[src/rtl/pcw_defines.svh]
`ifndef PCW_DEFINES_SVH
`define PCW_DEFINES_SVH

// I/O ports, low address byte only
`define PCW_PORT_BANK0   8'hF0   // Slot 0 page, 0000-3FFF
`define PCW_PORT_BANK1   8'hF1   // Slot 1 page, 4000-7FFF
`define PCW_PORT_BANK2   8'hF2   // Slot 2 page, 8000-BFFF
`define PCW_PORT_BANK3   8'hF3   // Slot 3 page, C000-FFFF
`define PCW_PORT_LOCK    8'hF4   // CPC read lock on write, timer clear on read
`define PCW_PORT_ROLLER  8'hF5   // Roller RAM address
`define PCW_PORT_SCROLL  8'hF6   // Vertical scroll
`define PCW_PORT_MODE    8'hF7   // Inverse and display enable
`define PCW_PORT_SYSCTL  8'hF8   // System Control write, status read

// Register values after reset
`define PCW_RST_BANK0    8'h80
`define PCW_RST_BANK1    8'h81
`define PCW_RST_BANK2    8'h82
`define PCW_RST_BANK3    8'h83
`define PCW_RST_LOCK     8'hF1
`define PCW_RST_MODE     8'h80   // Inverse set, display off

// Timer interrupt
`define PCW_CLEAR_CYCLES 32      // Delay from F4 read to timer clear
`define PCW_MISS_MAX     15      // Miss counter stops here

// Value seen on reads of ports not decoded here
`define PCW_IDLE_BUS     8'hFF

`endif

[src/rtl/pcw_pkg.sv]
package pcw_pkg;

    typedef logic [15:0] cpu_addr_t;   // Z80 address
    typedef logic [7:0]  data_t;       // Bus data
    typedef logic [20:0] ram_addr_t;   // 2MB physical RAM
    typedef logic [6:0]  bank_t;       // 16K page number
    typedef logic [3:0]  miss_t;       // Missed timer ticks

    // Installed memory
    typedef enum logic [1:0] {
        MEM_256K = 2'd0,
        MEM_512K = 2'd1,
        MEM_1M   = 2'd2,
        MEM_2M   = 2'd3
    } mem_size_e;

    // Decoded System Control commands
    typedef enum logic [3:0] {
        CMD_NONE, CMD_DISK_NMI, CMD_DISK_INT, CMD_DISK_OFF, CMD_TC_SET,
        CMD_TC_CLR, CMD_MOTOR_ON, CMD_MOTOR_OFF, CMD_SPK_ON, CMD_SPK_OFF
    } sys_cmd_e;

    typedef enum logic {CLR_IDLE, CLR_COUNT} clr_state_e;

    typedef struct packed {
        cpu_addr_t addr;
        data_t     wdata;
        logic      io_rd;     // I/O read level
        logic      io_wr;     // I/O write level
        logic      mem_wr;    // Memory write, selects CPC write bank
    } cpu_bus_t;

    typedef struct packed {
        logic [3:0] bank_wr;   // One per slot register
        logic       lock_wr;
        logic       roller_wr;
        logic       scroll_wr;
        logic       mode_wr;
        logic       status_rd;  // F8 or F4 read
        logic       timer_clr;  // F4 read only
        sys_cmd_e   cmd;
    } port_strobe_t;

    typedef struct packed {
        data_t bank0, bank1, bank2, bank3, lock, roller, scroll, mode;
    } page_regs_t;

    typedef struct packed {
        logic disk_to_nmi;
        logic disk_to_int;
        logic tc;               // FDC terminal count
        logic motor;
        logic speaker_enable;
    } ctrl_flags_t;

endpackage

[src/rtl/page_mapper.sv]
`timescale 1ns/100ps

module page_mapper
    import pcw_pkg::*;
(
    input  page_regs_t regs,
    input  cpu_addr_t  addr,
    input  logic       mem_wr,     // Write selects CPC write bank
    input  mem_size_e  mem_size,
    output ram_addr_t  ram_addr
);

    logic [1:0]  slot;       // 16K window of the CPU space
    logic [13:0] offset;     // Address within the page
    data_t       page_reg;   // Register for this slot
    bank_t       pcw_bank;
    logic [2:0]  cpc_bank;
    logic        read_lock;

    assign slot   = addr[15:14];
    assign offset = addr[13:0];

    always_comb begin
        case (slot)
            2'd0:    page_reg = regs.bank0;
            2'd1:    page_reg = regs.bank1;
            2'd2:    page_reg = regs.bank2;
            default: page_reg = regs.bank3;
        endcase
    end

    // Page number wraps at the installed size
    always_comb begin
        case (mem_size)
            MEM_256K: pcw_bank = {3'b000, page_reg[3:0]};   // 16 pages
            MEM_512K: pcw_bank = {2'b00, page_reg[4:0]};
            MEM_1M:   pcw_bank = {1'b0, page_reg[5:0]};
            MEM_2M:   pcw_bank = page_reg[6:0];             // All 128 pages
            default:  pcw_bank = page_reg[6:0];
        endcase
    end

    // Lock bit 4+slot, index {1, slot} is the same thing
    assign read_lock = regs.lock[{1'b1, slot}];

    // CPC mode
    // Writes always go to bits 2..0
    // Unlocked reads come from bits 6..4
    assign cpc_bank = (mem_wr || read_lock) ? page_reg[2:0] : page_reg[6:4];

    // Bit 7 of the page register picks PCW mode
    assign ram_addr = page_reg[7] ? {pcw_bank, offset}
                                  : {4'b0000, cpc_bank, offset};

endmodule

[src/rtl/pcw_ctrl_top.sv]
`timescale 1ns/100ps

module pcw_ctrl_top
    import pcw_pkg::*;
(
    input  logic        clk_sys,
    input  logic        reset,
    input  cpu_bus_t    bus,         // CPU side
    input  mem_size_e   mem_size,
    input  logic        vid_timer,
    input  logic        fdc_int,
    input  logic        iff1,
    input  logic        vblank,
    input  logic        ntsc,
    output ram_addr_t   ram_addr,
    output data_t       rdata,       // Status byte or idle bus
    output page_regs_t  regs,        // Register state readback
    output ctrl_flags_t flags,
    output miss_t       miss,
    output logic        nmi_n,
    output logic        int_n
);

    port_strobe_t strobe;

    port_decode i_port_decode (
        .bus    (bus),
        .strobe (strobe)
    );

    system_regs i_system_regs (
        .clk_sys (clk_sys),
        .reset   (reset),
        .strobe  (strobe),
        .wdata   (bus.wdata),
        .regs    (regs),
        .flags   (flags)
    );

    page_mapper i_page_mapper (
        .regs     (regs),
        .addr     (bus.addr),
        .mem_wr   (bus.mem_wr),
        .mem_size (mem_size),
        .ram_addr (ram_addr)
    );

    timer_int_ctrl i_timer_int_ctrl (
        .clk_sys   (clk_sys),
        .reset     (reset),
        .flags     (flags),
        .cmd       (strobe.cmd),
        .status_rd (strobe.status_rd),
        .timer_clr (strobe.timer_clr),
        .vid_timer (vid_timer),
        .fdc_int   (fdc_int),
        .iff1      (iff1),
        .vblank    (vblank),
        .ntsc      (ntsc),
        .miss      (miss),
        .nmi_n     (nmi_n),
        .int_n     (int_n),
        .rdata     (rdata)
    );

endmodule

[src/rtl/port_decode.sv]
`timescale 1ns/100ps
`include "pcw_defines.svh"

module port_decode
    import pcw_pkg::*;
(
    input  cpu_bus_t     bus,
    output port_strobe_t strobe
);

    logic [7:0] port;     // Only the low address byte takes part
    logic       sys_wr;   // Write to System Control

    assign port   = bus.addr[7:0];
    assign sys_wr = bus.io_wr && (port == `PCW_PORT_SYSCTL);

    // Register write strobes
    always_comb begin
        strobe.bank_wr[0] = bus.io_wr && (port == `PCW_PORT_BANK0);
        strobe.bank_wr[1] = bus.io_wr && (port == `PCW_PORT_BANK1);
        strobe.bank_wr[2] = bus.io_wr && (port == `PCW_PORT_BANK2);
        strobe.bank_wr[3] = bus.io_wr && (port == `PCW_PORT_BANK3);
        strobe.lock_wr    = bus.io_wr && (port == `PCW_PORT_LOCK);
        strobe.roller_wr  = bus.io_wr && (port == `PCW_PORT_ROLLER);
        strobe.scroll_wr  = bus.io_wr && (port == `PCW_PORT_SCROLL);
        strobe.mode_wr    = bus.io_wr && (port == `PCW_PORT_MODE);
    end

    // Status is readable at both F8 and F4
    assign strobe.status_rd = bus.io_rd &&
                              ((port == `PCW_PORT_SYSCTL) || (port == `PCW_PORT_LOCK));
    // F4 read also acknowledges the timer
    assign strobe.timer_clr = bus.io_rd && (port == `PCW_PORT_LOCK);

    // System Control command in data bits 3..0
    always_comb begin
        strobe.cmd = CMD_NONE;
        if (sys_wr) begin
            case (bus.wdata[3:0])
                4'd2:    strobe.cmd = CMD_DISK_NMI;
                4'd3:    strobe.cmd = CMD_DISK_INT;
                4'd4:    strobe.cmd = CMD_DISK_OFF;   // Disconnect disk interrupt
                4'd5:    strobe.cmd = CMD_TC_SET;
                4'd6:    strobe.cmd = CMD_TC_CLR;
                4'd9:    strobe.cmd = CMD_MOTOR_ON;
                4'd10:   strobe.cmd = CMD_MOTOR_OFF;
                4'd11:   strobe.cmd = CMD_SPK_ON;
                4'd12:   strobe.cmd = CMD_SPK_OFF;
                // 0 ends bootstrap, 1 is system reset
                // Neither applies here, nor do 7, 8, 13 to 15
                default: strobe.cmd = CMD_NONE;
            endcase
        end
    end

endmodule

[src/rtl/system_regs.sv]
`timescale 1ns/100ps
`include "pcw_defines.svh"

module system_regs
    import pcw_pkg::*;
(
    input  logic         clk_sys,
    input  logic         reset,
    input  port_strobe_t strobe,
    input  data_t        wdata,    // Bus write data
    output page_regs_t   regs,
    output ctrl_flags_t  flags
);

    // Page and mode registers, F0 to F7
    always_ff @(posedge clk_sys) begin
        if (reset) begin
            regs.bank0  <= `PCW_RST_BANK0;    // PCW mode, pages 0 to 3
            regs.bank1  <= `PCW_RST_BANK1;
            regs.bank2  <= `PCW_RST_BANK2;
            regs.bank3  <= `PCW_RST_BANK3;
            regs.lock   <= `PCW_RST_LOCK;
            regs.roller <= '0;
            regs.scroll <= '0;
            regs.mode   <= `PCW_RST_MODE;
        end else begin
            if (strobe.bank_wr[0]) regs.bank0 <= wdata;
            if (strobe.bank_wr[1]) regs.bank1 <= wdata;
            if (strobe.bank_wr[2]) regs.bank2 <= wdata;
            if (strobe.bank_wr[3]) regs.bank3 <= wdata;
            if (strobe.lock_wr) regs.lock <= wdata;       // Bits 7..4 lock slots 3..0
            if (strobe.roller_wr) regs.roller <= wdata;
            if (strobe.scroll_wr) regs.scroll <= wdata;
            if (strobe.mode_wr) regs.mode <= wdata;
        end
    end

    // System Control flags
    always_ff @(posedge clk_sys) begin
        if (reset) begin
            flags <= '0;
        end else begin
            case (strobe.cmd)
                CMD_DISK_NMI: begin
                    flags.disk_to_nmi <= 1'b1;
                    flags.disk_to_int <= 1'b0;   // Only one route at a time
                end
                CMD_DISK_INT: begin
                    flags.disk_to_nmi <= 1'b0;
                    flags.disk_to_int <= 1'b1;
                end
                CMD_DISK_OFF: begin
                    // Disk interrupt goes nowhere
                    flags.disk_to_nmi <= 1'b0;
                    flags.disk_to_int <= 1'b0;
                end
                CMD_TC_SET:    flags.tc <= 1'b1;
                CMD_TC_CLR:    flags.tc <= 1'b0;
                CMD_MOTOR_ON:  flags.motor <= 1'b1;
                CMD_MOTOR_OFF: flags.motor <= 1'b0;
                CMD_SPK_ON:    flags.speaker_enable <= 1'b1;   // Bleeper on
                CMD_SPK_OFF:   flags.speaker_enable <= 1'b0;
                default: begin
                    // No command this cycle
                end
            endcase
        end
    end

endmodule

[src/rtl/timer_int_ctrl.sv]
`timescale 1ns/100ps
`include "pcw_defines.svh"

module timer_int_ctrl
    import pcw_pkg::*;
(
    input  logic        clk_sys,
    input  logic        reset,
    input  ctrl_flags_t flags,
    input  sys_cmd_e    cmd,
    input  logic        status_rd,
    input  logic        timer_clr,   // F4 read
    input  logic        vid_timer,   // 300 Hz tick from video
    input  logic        fdc_int,
    input  logic        iff1,        // CPU interrupts enabled
    input  logic        vblank,
    input  logic        ntsc,
    output miss_t       miss,
    output logic        nmi_n,
    output logic        int_n,
    output data_t       rdata
);

    localparam int CLR_W = $clog2(`PCW_CLEAR_CYCLES);

    logic             vid_q;
    logic             fdc_q;
    logic             timer_pe;
    logic             fdc_pe;
    logic             fdc_ne;
    logic             fdc_latch;    // FDC status bit in F8
    logic             nmi_flag;     // Pending disk NMI
    logic             timer_line;
    logic             int_line;     // Disk INT
    logic             nmi_line;
    logic             clr_done;
    clr_state_e       clr_state;
    logic [CLR_W-1:0] clr_count;

    // Edge detect on the registered inputs
    always_ff @(posedge clk_sys) begin
        if (reset) begin
            vid_q <= 1'b0;
            fdc_q <= 1'b0;
        end else begin
            vid_q <= vid_timer;
            fdc_q <= fdc_int;
        end
    end

    assign timer_pe = vid_timer & ~vid_q;
    assign fdc_pe   = fdc_int & ~fdc_q;
    assign fdc_ne   = ~fdc_int & fdc_q;

    // FDC latch follows the interrupt, NMI flag waits for software
    always_ff @(posedge clk_sys) begin
        if (reset) begin
            fdc_latch <= 1'b0;
            nmi_flag  <= 1'b0;
        end else begin
            if (fdc_pe) begin
                fdc_latch <= 1'b1;
                if (flags.disk_to_nmi) nmi_flag <= 1'b1;
            end else if (fdc_ne) begin
                fdc_latch <= 1'b0;
            end
            if (cmd == CMD_DISK_INT || cmd == CMD_DISK_OFF) nmi_flag <= 1'b0;
        end
    end

    // Delayed timer acknowledge, a new F4 read restarts it
    always_ff @(posedge clk_sys) begin
        if (reset) begin
            clr_state <= CLR_IDLE;
            clr_count <= '0;
        end else if (timer_clr) begin
            clr_state <= CLR_COUNT;
            clr_count <= '0;
        end else if (clr_state == CLR_COUNT) begin
            if (clr_done) clr_state <= CLR_IDLE;
            else clr_count <= clr_count + 1'b1;
        end
    end

    assign clr_done = (clr_state == CLR_COUNT) &&
                      (clr_count == CLR_W'(`PCW_CLEAR_CYCLES - 1));   // 32nd edge

    // Miss counter and interrupt lines, updated on each tick
    always_ff @(posedge clk_sys) begin
        if (reset) begin
            miss       <= '0;
            timer_line <= 1'b0;
            nmi_line   <= 1'b0;
            int_line   <= 1'b0;
        end else begin
            if (timer_pe) begin
                if (miss != miss_t'(`PCW_MISS_MAX)) miss <= miss + 1'b1;
                timer_line <= iff1;
                nmi_line   <= nmi_flag;   // NMI raised or held on the tick
                int_line   <= fdc_latch & flags.disk_to_int & iff1;
            end
            if (clr_done) begin
                miss       <= '0;
                timer_line <= 1'b0;
            end
            if (cmd == CMD_DISK_OFF) int_line <= 1'b0;
        end
    end

    assign nmi_n = ~nmi_line;
    assign int_n = nmi_line ? 1'b1 : ~(int_line | timer_line);   // Held off while NMI pending

    assign rdata = status_rd ? {1'b0, vblank, fdc_latch, ~ntsc, miss} : `PCW_IDLE_BUS;

endmodule

[config.mk]
export PLATFORM = sky130hd
export DESIGN_NAME = pcw_ctrl_top
export DESIGN_NICKNAME = d
export VERILOG_FILES = /design/src/rtl/pcw_pkg.sv /design/src/rtl/page_mapper.sv /design/src/rtl/pcw_ctrl_top.sv /design/src/rtl/port_decode.sv /design/src/rtl/system_regs.sv /design/src/rtl/timer_int_ctrl.sv
export VERILOG_INCLUDE_DIRS = /design/src /design/src/rtl
export SDC_FILE = /design/constraint.sdc
export NUM_CORES = 1
export LEC_CHECK = 0
export BUFFER_PORTS_ARGS = -buffer_cell sky130_fd_sc_hd__clkbuf_2
export CAP_MARGIN = 20
export CORE_MARGIN = 2
export CORE_UTILIZATION = 45
export CTS_CLUSTER_DIAMETER = 80
export CTS_CLUSTER_SIZE = 30
export DETAILED_ROUTE_END_ITERATION = 12
export PLACE_DENSITY = 0.76
export SLEW_MARGIN = 40
export SYNTH_ARGS = -nofsm -noshare
export SYNTH_HDL_FRONTEND = slang
export SYNTH_SLANG_ARGS = --single-unit
[constraint.sdc]
create_clock -name clk_sys -period 1.7 [get_ports clk_sys]
set_input_delay 0.085 -clock clk_sys [delete_from_list [all_inputs] [get_ports clk_sys]]
set_output_delay 0.085 -clock clk_sys [all_outputs]
set_load 0.01 [all_outputs]
==> metrics list, run 1 <==
* Run status: finished, violations left
* Violated checks: setup timing
* Fraction of layout cells with a size suffix above 1: 35.78%
* Clock Pin Slew Worst Setup and Hold Paths: 100 ps
* Endpoint of the worst hold path: i_timer_int_ctrl.clr_state$_SDFF_PP0_
* Number of enable-type register cells in the synthesized netlist: 0
- The clock arrives with 10.20 ps of skew.
* Pre-CTS worst setup slack: 58.49 ps
- The wire-length estimate of the detail-placed layout is 7260 um.
* Final Hold Slack: 28.44 ps
* Mean area per synthesized cell: 10.10 um^2
- Maximum capacitance violations: 0
- Reg-to-Reg Start: i_timer_int_ctrl.clr_count[0]$_SDFFE_PP0P_
* Ys Warns: 0
* Sequence of cells on the critical path: mux4_2 -> nor3_4 -> mux2_2 -> clkbuf_2
- Measured against the total synthesized area, the mux share comes to 24.49%.
* Achievable Freq: 0.4893 GHz
* Pin count of the biggest net entering global routing: 39
- Slew HR: 66.86%
- The floorplan has 34 rows.
* Synth Flop Type: dfxtp_1
- The number of antenna violations at the first check in global routing came to 0.
- Layout Area Growth over Synthesis: 24.62%
- The final-report hold violation count came to 0.
- Setup slack on the worst reg-to-reg path comes out at 90 ps.
- Buffers and inverters on the worst path: 1
- In this run the tool buffered the top-level ports with 127 buffer cells.
- Destination of the worst register-to-register timing path: i_timer_int_ctrl.clr_count[4]$_SDFFE_PP0P_
- Setup Total Neg Slack: -1860 ps
- Die outline area: 9540 um^2
- Number of iterations in the first detailed-routing pass: 4
- TritonCTS sink count: 86
- Count of routing violations after the opening detailed-route iteration: 70
- Counting cells, the worst reg-to-reg path comes to 8.
* Sequential element share of the synthesized area: 43.60%
* Hold Crit Depth: 3
* Number of vias per cell: 5.240
* Number of clock buffers inserted by TritonCTS: 9
- For this run, the post-layout net count is 555.
- Synthesis inferred 86 register bits.
- Fraction of the mapped netlist area in adder cells: 2.218%
- Main combinational cell family by area after synthesis: multiplexers
- The first global-routing pass estimated 15,570 um of wire.
* Root buf cell: clkbuf_8
* Number of pins with negative max-slew slack in the final report: 0
- After synthesis, the netlist uses 45 different library cells.
- Final global-route overflow total: 0
- The min-delay analysis places its worst path in the category input pin to register.
- Counting the fill cells in the layout gives 785.
- STA classifies the critical path startpoint as a register.
- Buffer levels on the longest clock path: 2
* Worst hold path startpoint: bus[2]
* Core occupancy in the finished layout: 57.27%
- Across all setup checks in the final design, the least slack found is -343.6 ps.
* Synth Area in Compound Gates: 3.834%
* Routed Wire Length: 9996 um
- Power density normalized to cell area: 785.3 nW/um^2
- Setup violations remaining at the end of the flow were counted as 7.
- Of the total synthesized cell area, the portion taken by XOR and XNOR cells is 1.331%.
- The region available for standard cell placement spans 8593 um^2.
- The routed layout has 3,275 vias.
- Worst path slowest cell: mux4_2
- Global routing consumed, over all layers together, 20.48% of the routing resources.
* Detailed-route DRC error count: 0
* Insertion delay of the later-clocked pin in the worst-skew pair: 360 ps
- During I/O placement, the number of pins put on the boundary was 140.
- Once the floorplan was initialized, standard cells occupied 45.95% of the core.
- Final routed wire length divided by cell count: 15.99 um
- Clock tree from TritonCTS: yes
- In this run the cell area of the synthesized design comes to 3949 um^2.
* Number of global-route vias before repair: 3,144
- CTS built an H-tree with a depth of 3.
* Standby leakage power: 2.422 nW
- Setup repair after global routing could not meet its margin everywhere.
- Overall die height: 97.68 um
- Post-synthesis simple-gate area fraction: 17.74%
* Final worst path period need: 2044 ps
- At the end of routability-driven placement, the weighted congestion stood at 0.8491.
* Crit share post-route: 120.2%
- Actual transition at the worst max-transition pin: 496.1 ps
- Number of nets produced by synthesis: 434
- After synthesis, the share of flip-flops with an asynchronous set or reset is 0%.
* Type of the worst setup path: register to output port
- Delay contributed by the slowest stage of the critical path: 510 ps
- 0 antenna diodes ended up in the layout.
* Endpoint type of the worst setup path: output port
* Floorplan die width: 97.68 um
- Antenna Violating Nets Remaining: 0
- Worst endpoint required time: 1620 ps
- STA puts the critical path data arrival time at 1960 ps.
- Peak VDD IR: 0.0005597 V
* Worst Path Max Fanout: 3
* Kind of cell adding the most delay to the critical path: multiplexers
- After technology mapping, the gate count stands at 391.
how the worst max path moves through the flow:
stage / start / slack, ps / to / cells after the start
2_1_floorplan: i_timer_int_ctrl.clr_count[0]$_SDFFE_PP0P_ / 50 / i_timer_int_ctrl.clr_count[3]$_SDFFE_PP0P_ / 8
3_3_place_gp: i_system_regs.regs[39]$_SDFFE_PP1P_ / 90 / ram_addr[14] / 4
3_5_place_dp: bus[25] / 60 / ram_addr[15] / 5
4_1_cts: i_system_regs.regs[39]$_SDFFE_PP1P_ / -330 / ram_addr[15] / 4
5_1_grt: i_system_regs.regs[39]$_SDFFE_PP1P_ / -400 / ram_addr[14] / 4
6_report: i_system_regs.regs[47]$_SDFFE_PP1P_ / -340 / ram_addr[15] / 4
repair_timing:
item                                    CTS  global route
resized for setup                         8             5
endpoints found under the hold margin     4             0
buffers inserted                          3             4
hold buffers                              3             0
pin swaps                                 2             2
endpoints found under the setup margin    7             9
area by class of cell:
class / count / area (um^2) / share of cell area (%)
Tap cell: 108 / 135.1 / 2.746
Clock buffer: 10 / 137.6 / 2.797
Multi-Input combinational cell: 255 / 1976 / 40.15
Clock inverter: 6 / 77.57 / 1.576
Sequential cell: 86 / 1727 / 35.09
Inverter: 8 / 30.03 / 0.6102
Timing Repair Buffer: 152 / 838.3 / 17.04
kinds of logic after synthesis:
logic type | Yosys count
AO/OA/AOI/OAI | 23
XOR/XNOR | 6
adder cells (fa/ha/maj) | 7
buffers and inverters | 50
flip-flops | 86
multiplexers | 82
AND/OR/NAND/NOR | 137
tightest hold or removal path: stages:
cell	delay (ps)
clkbuf_2	100
nand4_1	90
a21oi_1	70
flip-flops by register name, indices dropped and copies added (netlist names):
name and count:
i_system_regs.regs 64, i_system_regs.flags 5, i_timer_int_ctrl.clr_count 5, i_timer_int_ctrl.miss 4
i_timer_int_ctrl.clr_state 1, i_timer_int_ctrl.fdc_latch 1, i_timer_int_ctrl.fdc_q 1, i_timer_int_ctrl.int_line 1
i_timer_int_ctrl.nmi_flag 1, i_timer_int_ctrl.nmi_line 1, i_timer_int_ctrl.timer_line 1, i_timer_int_ctrl.vid_q 1
layer usage:
layer,vias up,routed length [um],global-route usage [%],part of all wire [%]
met3,23,607,4.245,6.1
met1,1545,4177,23.89,42
met5,-,0,0,0
li1,1585,-,-,-
met2,122,4906,35.07,49
met4,0,304,11.22,3.0
stage by stage:
step           instance area (um^2)  std cells  power, mW
4_1_cts                        4880        621      3.899
3_5_place_dp                   4594        599      2.366
2_1_floorplan                  3949        391      2.282
5_1_grt                        4921        625      4.004
6_report                       4921        625      3.865
3_3_place_gp                   4594        599      2.358
cell usage after synthesis (2+ instances only):
| library cell | n | area, um^2 |
|---|---|---|
| ha_1 | 7 | 87.58 |
| buf_6 | 2 | 22.52 |
| o31ai_1 | 2 | 15.01 |
| buf_4 | 15 | 112.6 |
| nor2b_1 | 7 | 43.79 |
| xor2_1 | 2 | 17.52 |
| nor2_1 | 61 | 229.0 |
| and3_1 | 2 | 12.51 |
| nand2_1 | 26 | 97.59 |
| nand4_1 | 3 | 18.77 |
| dfxtp_1 | 86 | 1722 |
| inv_1 | 8 | 30.03 |
| nand3_1 | 5 | 25.02 |
| and4b_1 | 5 | 50.05 |
| nor3_1 | 3 | 15.01 |
| nor3b_1 | 2 | 15.01 |
| buf_2 | 7 | 35.03 |
| nand2b_1 | 8 | 50.05 |
| mux2_2 | 3 | 33.78 |
| mux4_1 | 8 | 210.2 |
| o21ai_0 | 3 | 15.01 |
| a31oi_1 | 3 | 18.77 |
| a21oi_1 | 7 | 35.03 |
| and4_1 | 2 | 17.52 |
| xnor2_1 | 4 | 35.03 |
| nand4_2 | 4 | 50.05 |
| mux2i_1 | 70 | 700.7 |
| o21a_1 | 2 | 15.01 |
| clkbuf_1 | 18 | 67.56 |
where the power goes:
group	internal [mW]	switching [mW]	leakage, nW	total, mW
Clock	0.745	0.793	0.107	1.54
Sequential	2.03	0.0107	0.693	2.04
Combinational	0.116	0.174	1.62	0.290
Total	2.89	0.978	2.42	3.86
cell usage in the layout (no fill, tap or decap), drive strengths merged, types with 2 or more instances in the layout:
cell type    count
a21oi            7
a31oi            3
and2             2
and3             3
and4             3
and4b            5
buf             22
clkbuf         137
clkinv           2
dfxtp           86
dlygate4sd3      3
ha               7
inv             10
mux2             3
mux2i           70
mux4             9
nand2           26
nand2b           8
nand3            5
nand4            7
nor2            61
nor2b            7
nor3             4
nor3b            2
o21a             2
o21ai            3
o31ai            2
xnor2            4
xor2             2
Power figures use the tool's default switching activity.
==> run 2, diff against run 1 <==
==> constraint.sdc (replaced) <==
create_clock -name clk_sys -period 1.7 [get_ports clk_sys]
set_input_delay 0.17 -clock clk_sys [delete_from_list [all_inputs] [get_ports clk_sys]]
set_output_delay 0.17 -clock clk_sys [all_outputs]
set_load 0.01 [all_outputs]
==> metrics list, run 2 (synthesis results as in run 1) <==
- Number of pins with negative max-slew slack in the final report: 0
- Antenna Violating Nets Remaining: 0
* Quantity of I/O buffers inserted on ports: 127
- For this design the top-level I/O count stands at 140.
- After detailed routing, the number of vias per cell comes to 5.109.
- The worst path in the final design needs a cycle of 2065 ps, including I/O delays and setup.
* Routed length on met3: 614 um
* Final standard cell count with taps included and fillers excluded: 632
- TritonCTS built the clock tree.
- Setup repair after global routing could not meet its margin everywhere.
* Arrival time at the worst endpoint: 1890 ps
- Detailed placement ended at an HPWL of 7312 um.
* Destination of the worst register-to-register timing path: i_timer_int_ctrl.clr_count[3]$_SDFFE_PP0P_
- Slew HR: 65.83%
* Topmost layer with routed signal wires: met4
- Post-cts hold buffer count: 0
- Met1 Routed Length: 4042 um
- Worst endpoint required time: 1530 ps
* Root buf cell: clkbuf_8
- Clock tree synthesis found a total of 86 sinks.
- Overall die height: 97.68 um
* Delay contributed by the slowest stage of the critical path: 500 ps
- Final setup violation count: 7
- In this run the critical register-to-register path is launched from i_timer_int_ctrl.clr_count[0]$_SDFFE_PP0P_.
- The die is 97.68 um wide.
* Routed Wire Length: 9748 um
* Kind of cell adding the most delay to the critical path: multiplexers
- For this run, the share of the core covered by cells in the final layout is 58.33%.
* Met2 WL: 4999 um
- Global routing used 20.59% of the available tracks across all layers.
- For the pin with the worst max-slew slack, the measured transition is 511.5 ps.
* Antenna violations before repair: 0
- Buffers and inverters on the worst path: 1
- Reg2Reg Depth: 8
- FILL cells: 762
- Placement Rows: 34
- Nature of the critical path startpoint: register
- The via count of the first global-routing pass came to 3,188.
* Final #Nets: 562
- Power density normalized to cell area: 789.9 nW/um^2
* Endpoint of the worst hold path: i_timer_int_ctrl.timer_line$_SDFFE_PP0P_
- Total count of hold-check failures in the final report: 0
- On the critical path, the stage with the largest delay is an instance of mux4_2.
* Largest register by flop count: i_system_regs.regs
- For the worst-skew pair, the clock arrives at the later sink with an insertion delay of 350 ps.
- Number of iterations in the first detailed-routing pass: 5
- Sequence of cells on the critical path: mux4_2 -> nor3_4 -> mux2_2 -> clkbuf_2
- Routability-driven placement finished with a final weighted congestion of 0.8662.
* Endpoint type of the worst setup path: output port
- Antenna cell count: 0
- The floorplan step defined a die boundary enclosing 9540 um^2.
* Core outline area: 8593 um^2
- Number of clock buffers inserted by TritonCTS: 9
- Most common library cell in the layout ignoring fill and taps: clkbuf_2
- Once the floorplan was initialized, standard cells occupied 45.95% of the core.
- The H-tree was split into 3 levels.
- In the layout the commonest cells are clkbuf_2 (127), dfxtp_1 (84), mux2i_1 (70).
* Buffer levels on the longest clock path: 2
- Final worst setup slack: -364.9 ps
- Reg2Reg Setup Slack: 120 ps
- Layout Area Growth over Synthesis: 26.93%
* Cell count after placement: 613
* Run status: finished, violations left
- The detailed router finished its first iteration with 99 violations.
- The largest registers in the layout are i_system_regs.regs (64), i_system_regs.flags (5), i_timer_int_ctrl.clr_count (5).
* Clock tree skew after final layout: 2.817 ps
- Standby leakage power: 2.471 nW
- The tightest min-delay check is of the input pin to register type.
* Total number of vias: 3,229
- In the finished design, the share of the clock period the worst path needs comes to 121.5%.
- The register with the most flip-flops in the layout has 64 of them.
- After detailed routing, the average wire length per cell comes to 15.42 um.
* Detailed-route DRC error count: 0
- Setup Total Neg Slack: -1961 ps
* Achievable Freq: 0.4843 GHz
- Peak VDD IR: 0.0006172 V
- Along the worst path, the maximum fanout reaches 3.
- Across the run, the number of max-cap violations was 0.
- The total overflow left after global routing is 0.
* Worst hold path startpoint: iff1
- Pre-CTS worst setup slack: -18.57 ps
- Along the worst hold path, the cell count comes to 3.
- Cells with a size suffix above 1 make up 36.64% of the layout.
- Wire length of the first global-routing pass: 15,640 um
- Clock-pin slew was measured on the worst setup and hold paths at 90 ps.
* Pin count of the biggest net entering global routing: 32
- The setup path with the least slack is of type register to output port.
* Violated checks: setup timing
==> run 2: cell type report <==
| class | count | area (um^2) | area share (%) |
|---|---|---|---|
| Multi-Input combinational cell | 255 | 1964 | 39.19 |
| Clock inverter | 7 | 105.1 | 2.097 |
| Inverter | 8 | 30.03 | 0.5991 |
| Sequential cell | 86 | 1724 | 34.40 |
| Clock buffer | 9 | 123.9 | 2.471 |
| Timing Repair Buffer | 159 | 929.6 | 18.55 |
| Tap cell | 108 | 135.1 | 2.696 |
==> run 2: worst max-delay path by stage <==
stage | from | cells past startpoint | endpoint
2_1_floorplan | bus[3] | 7 | i_timer_int_ctrl.int_line$_SDFFE_PP0P_
3_3_place_gp | bus[26] | 5 | ram_addr[15]
3_5_place_dp | bus[26] | 5 | ram_addr[14]
4_1_cts | i_system_regs.regs[47]$_SDFFE_PP1P_ | 4 | ram_addr[14]
5_1_grt | i_system_regs.regs[47]$_SDFFE_PP1P_ | 4 | ram_addr[15]
6_report | i_system_regs.regs[47]$_SDFFE_PP1P_ | 4 | ram_addr[15]
==> run 2: layer usage <==
metal / up-vias / global-route usage, %
li1: 1597 / -
met1: 1511 / 24.21
met2: 113 / 36.71
met3: 8 / 4.892
met4: 0 / 6.944
met5: - / 0
==> run 2: per-stage QoR <==
step           power (mW)  area [um^2]  hold WS [ps]
2_1_floorplan       2.282         3949         298.2
3_3_place_gp        2.369         4750         340.1
3_5_place_dp        2.378         4750         340.1
4_1_cts             3.998         4979         36.55
5_1_grt             4.118         5012         48.78
6_report            3.959         5012         48.72
==> run 2: repair_timing <==
| item | 4_1_cts | 5_1_grt |
|---|---|---|
| endpoints found under the hold margin | 0 | 0 |
| resized for setup | 0 | 5 |
| setup endpoints to repair | 7 | 9 |
| setup buffers | 0 | 3 |
| pin swaps | 0 | 2 |
==> run 2: power by group <==
| group | total (mW) | internal, mW | switching [mW] |
|---|---|---|---|
| Clock | 1.63 | 0.853 | 0.775 |
| Combinational | 0.294 | 0.121 | 0.173 |
| Sequential | 2.04 | 2.03 | 0.0109 |
==> run 2: worst min-delay path, cell delays in order <==
cell and delay, ps:
clkbuf_2 90, nand2_1 50, a21oi_1 50
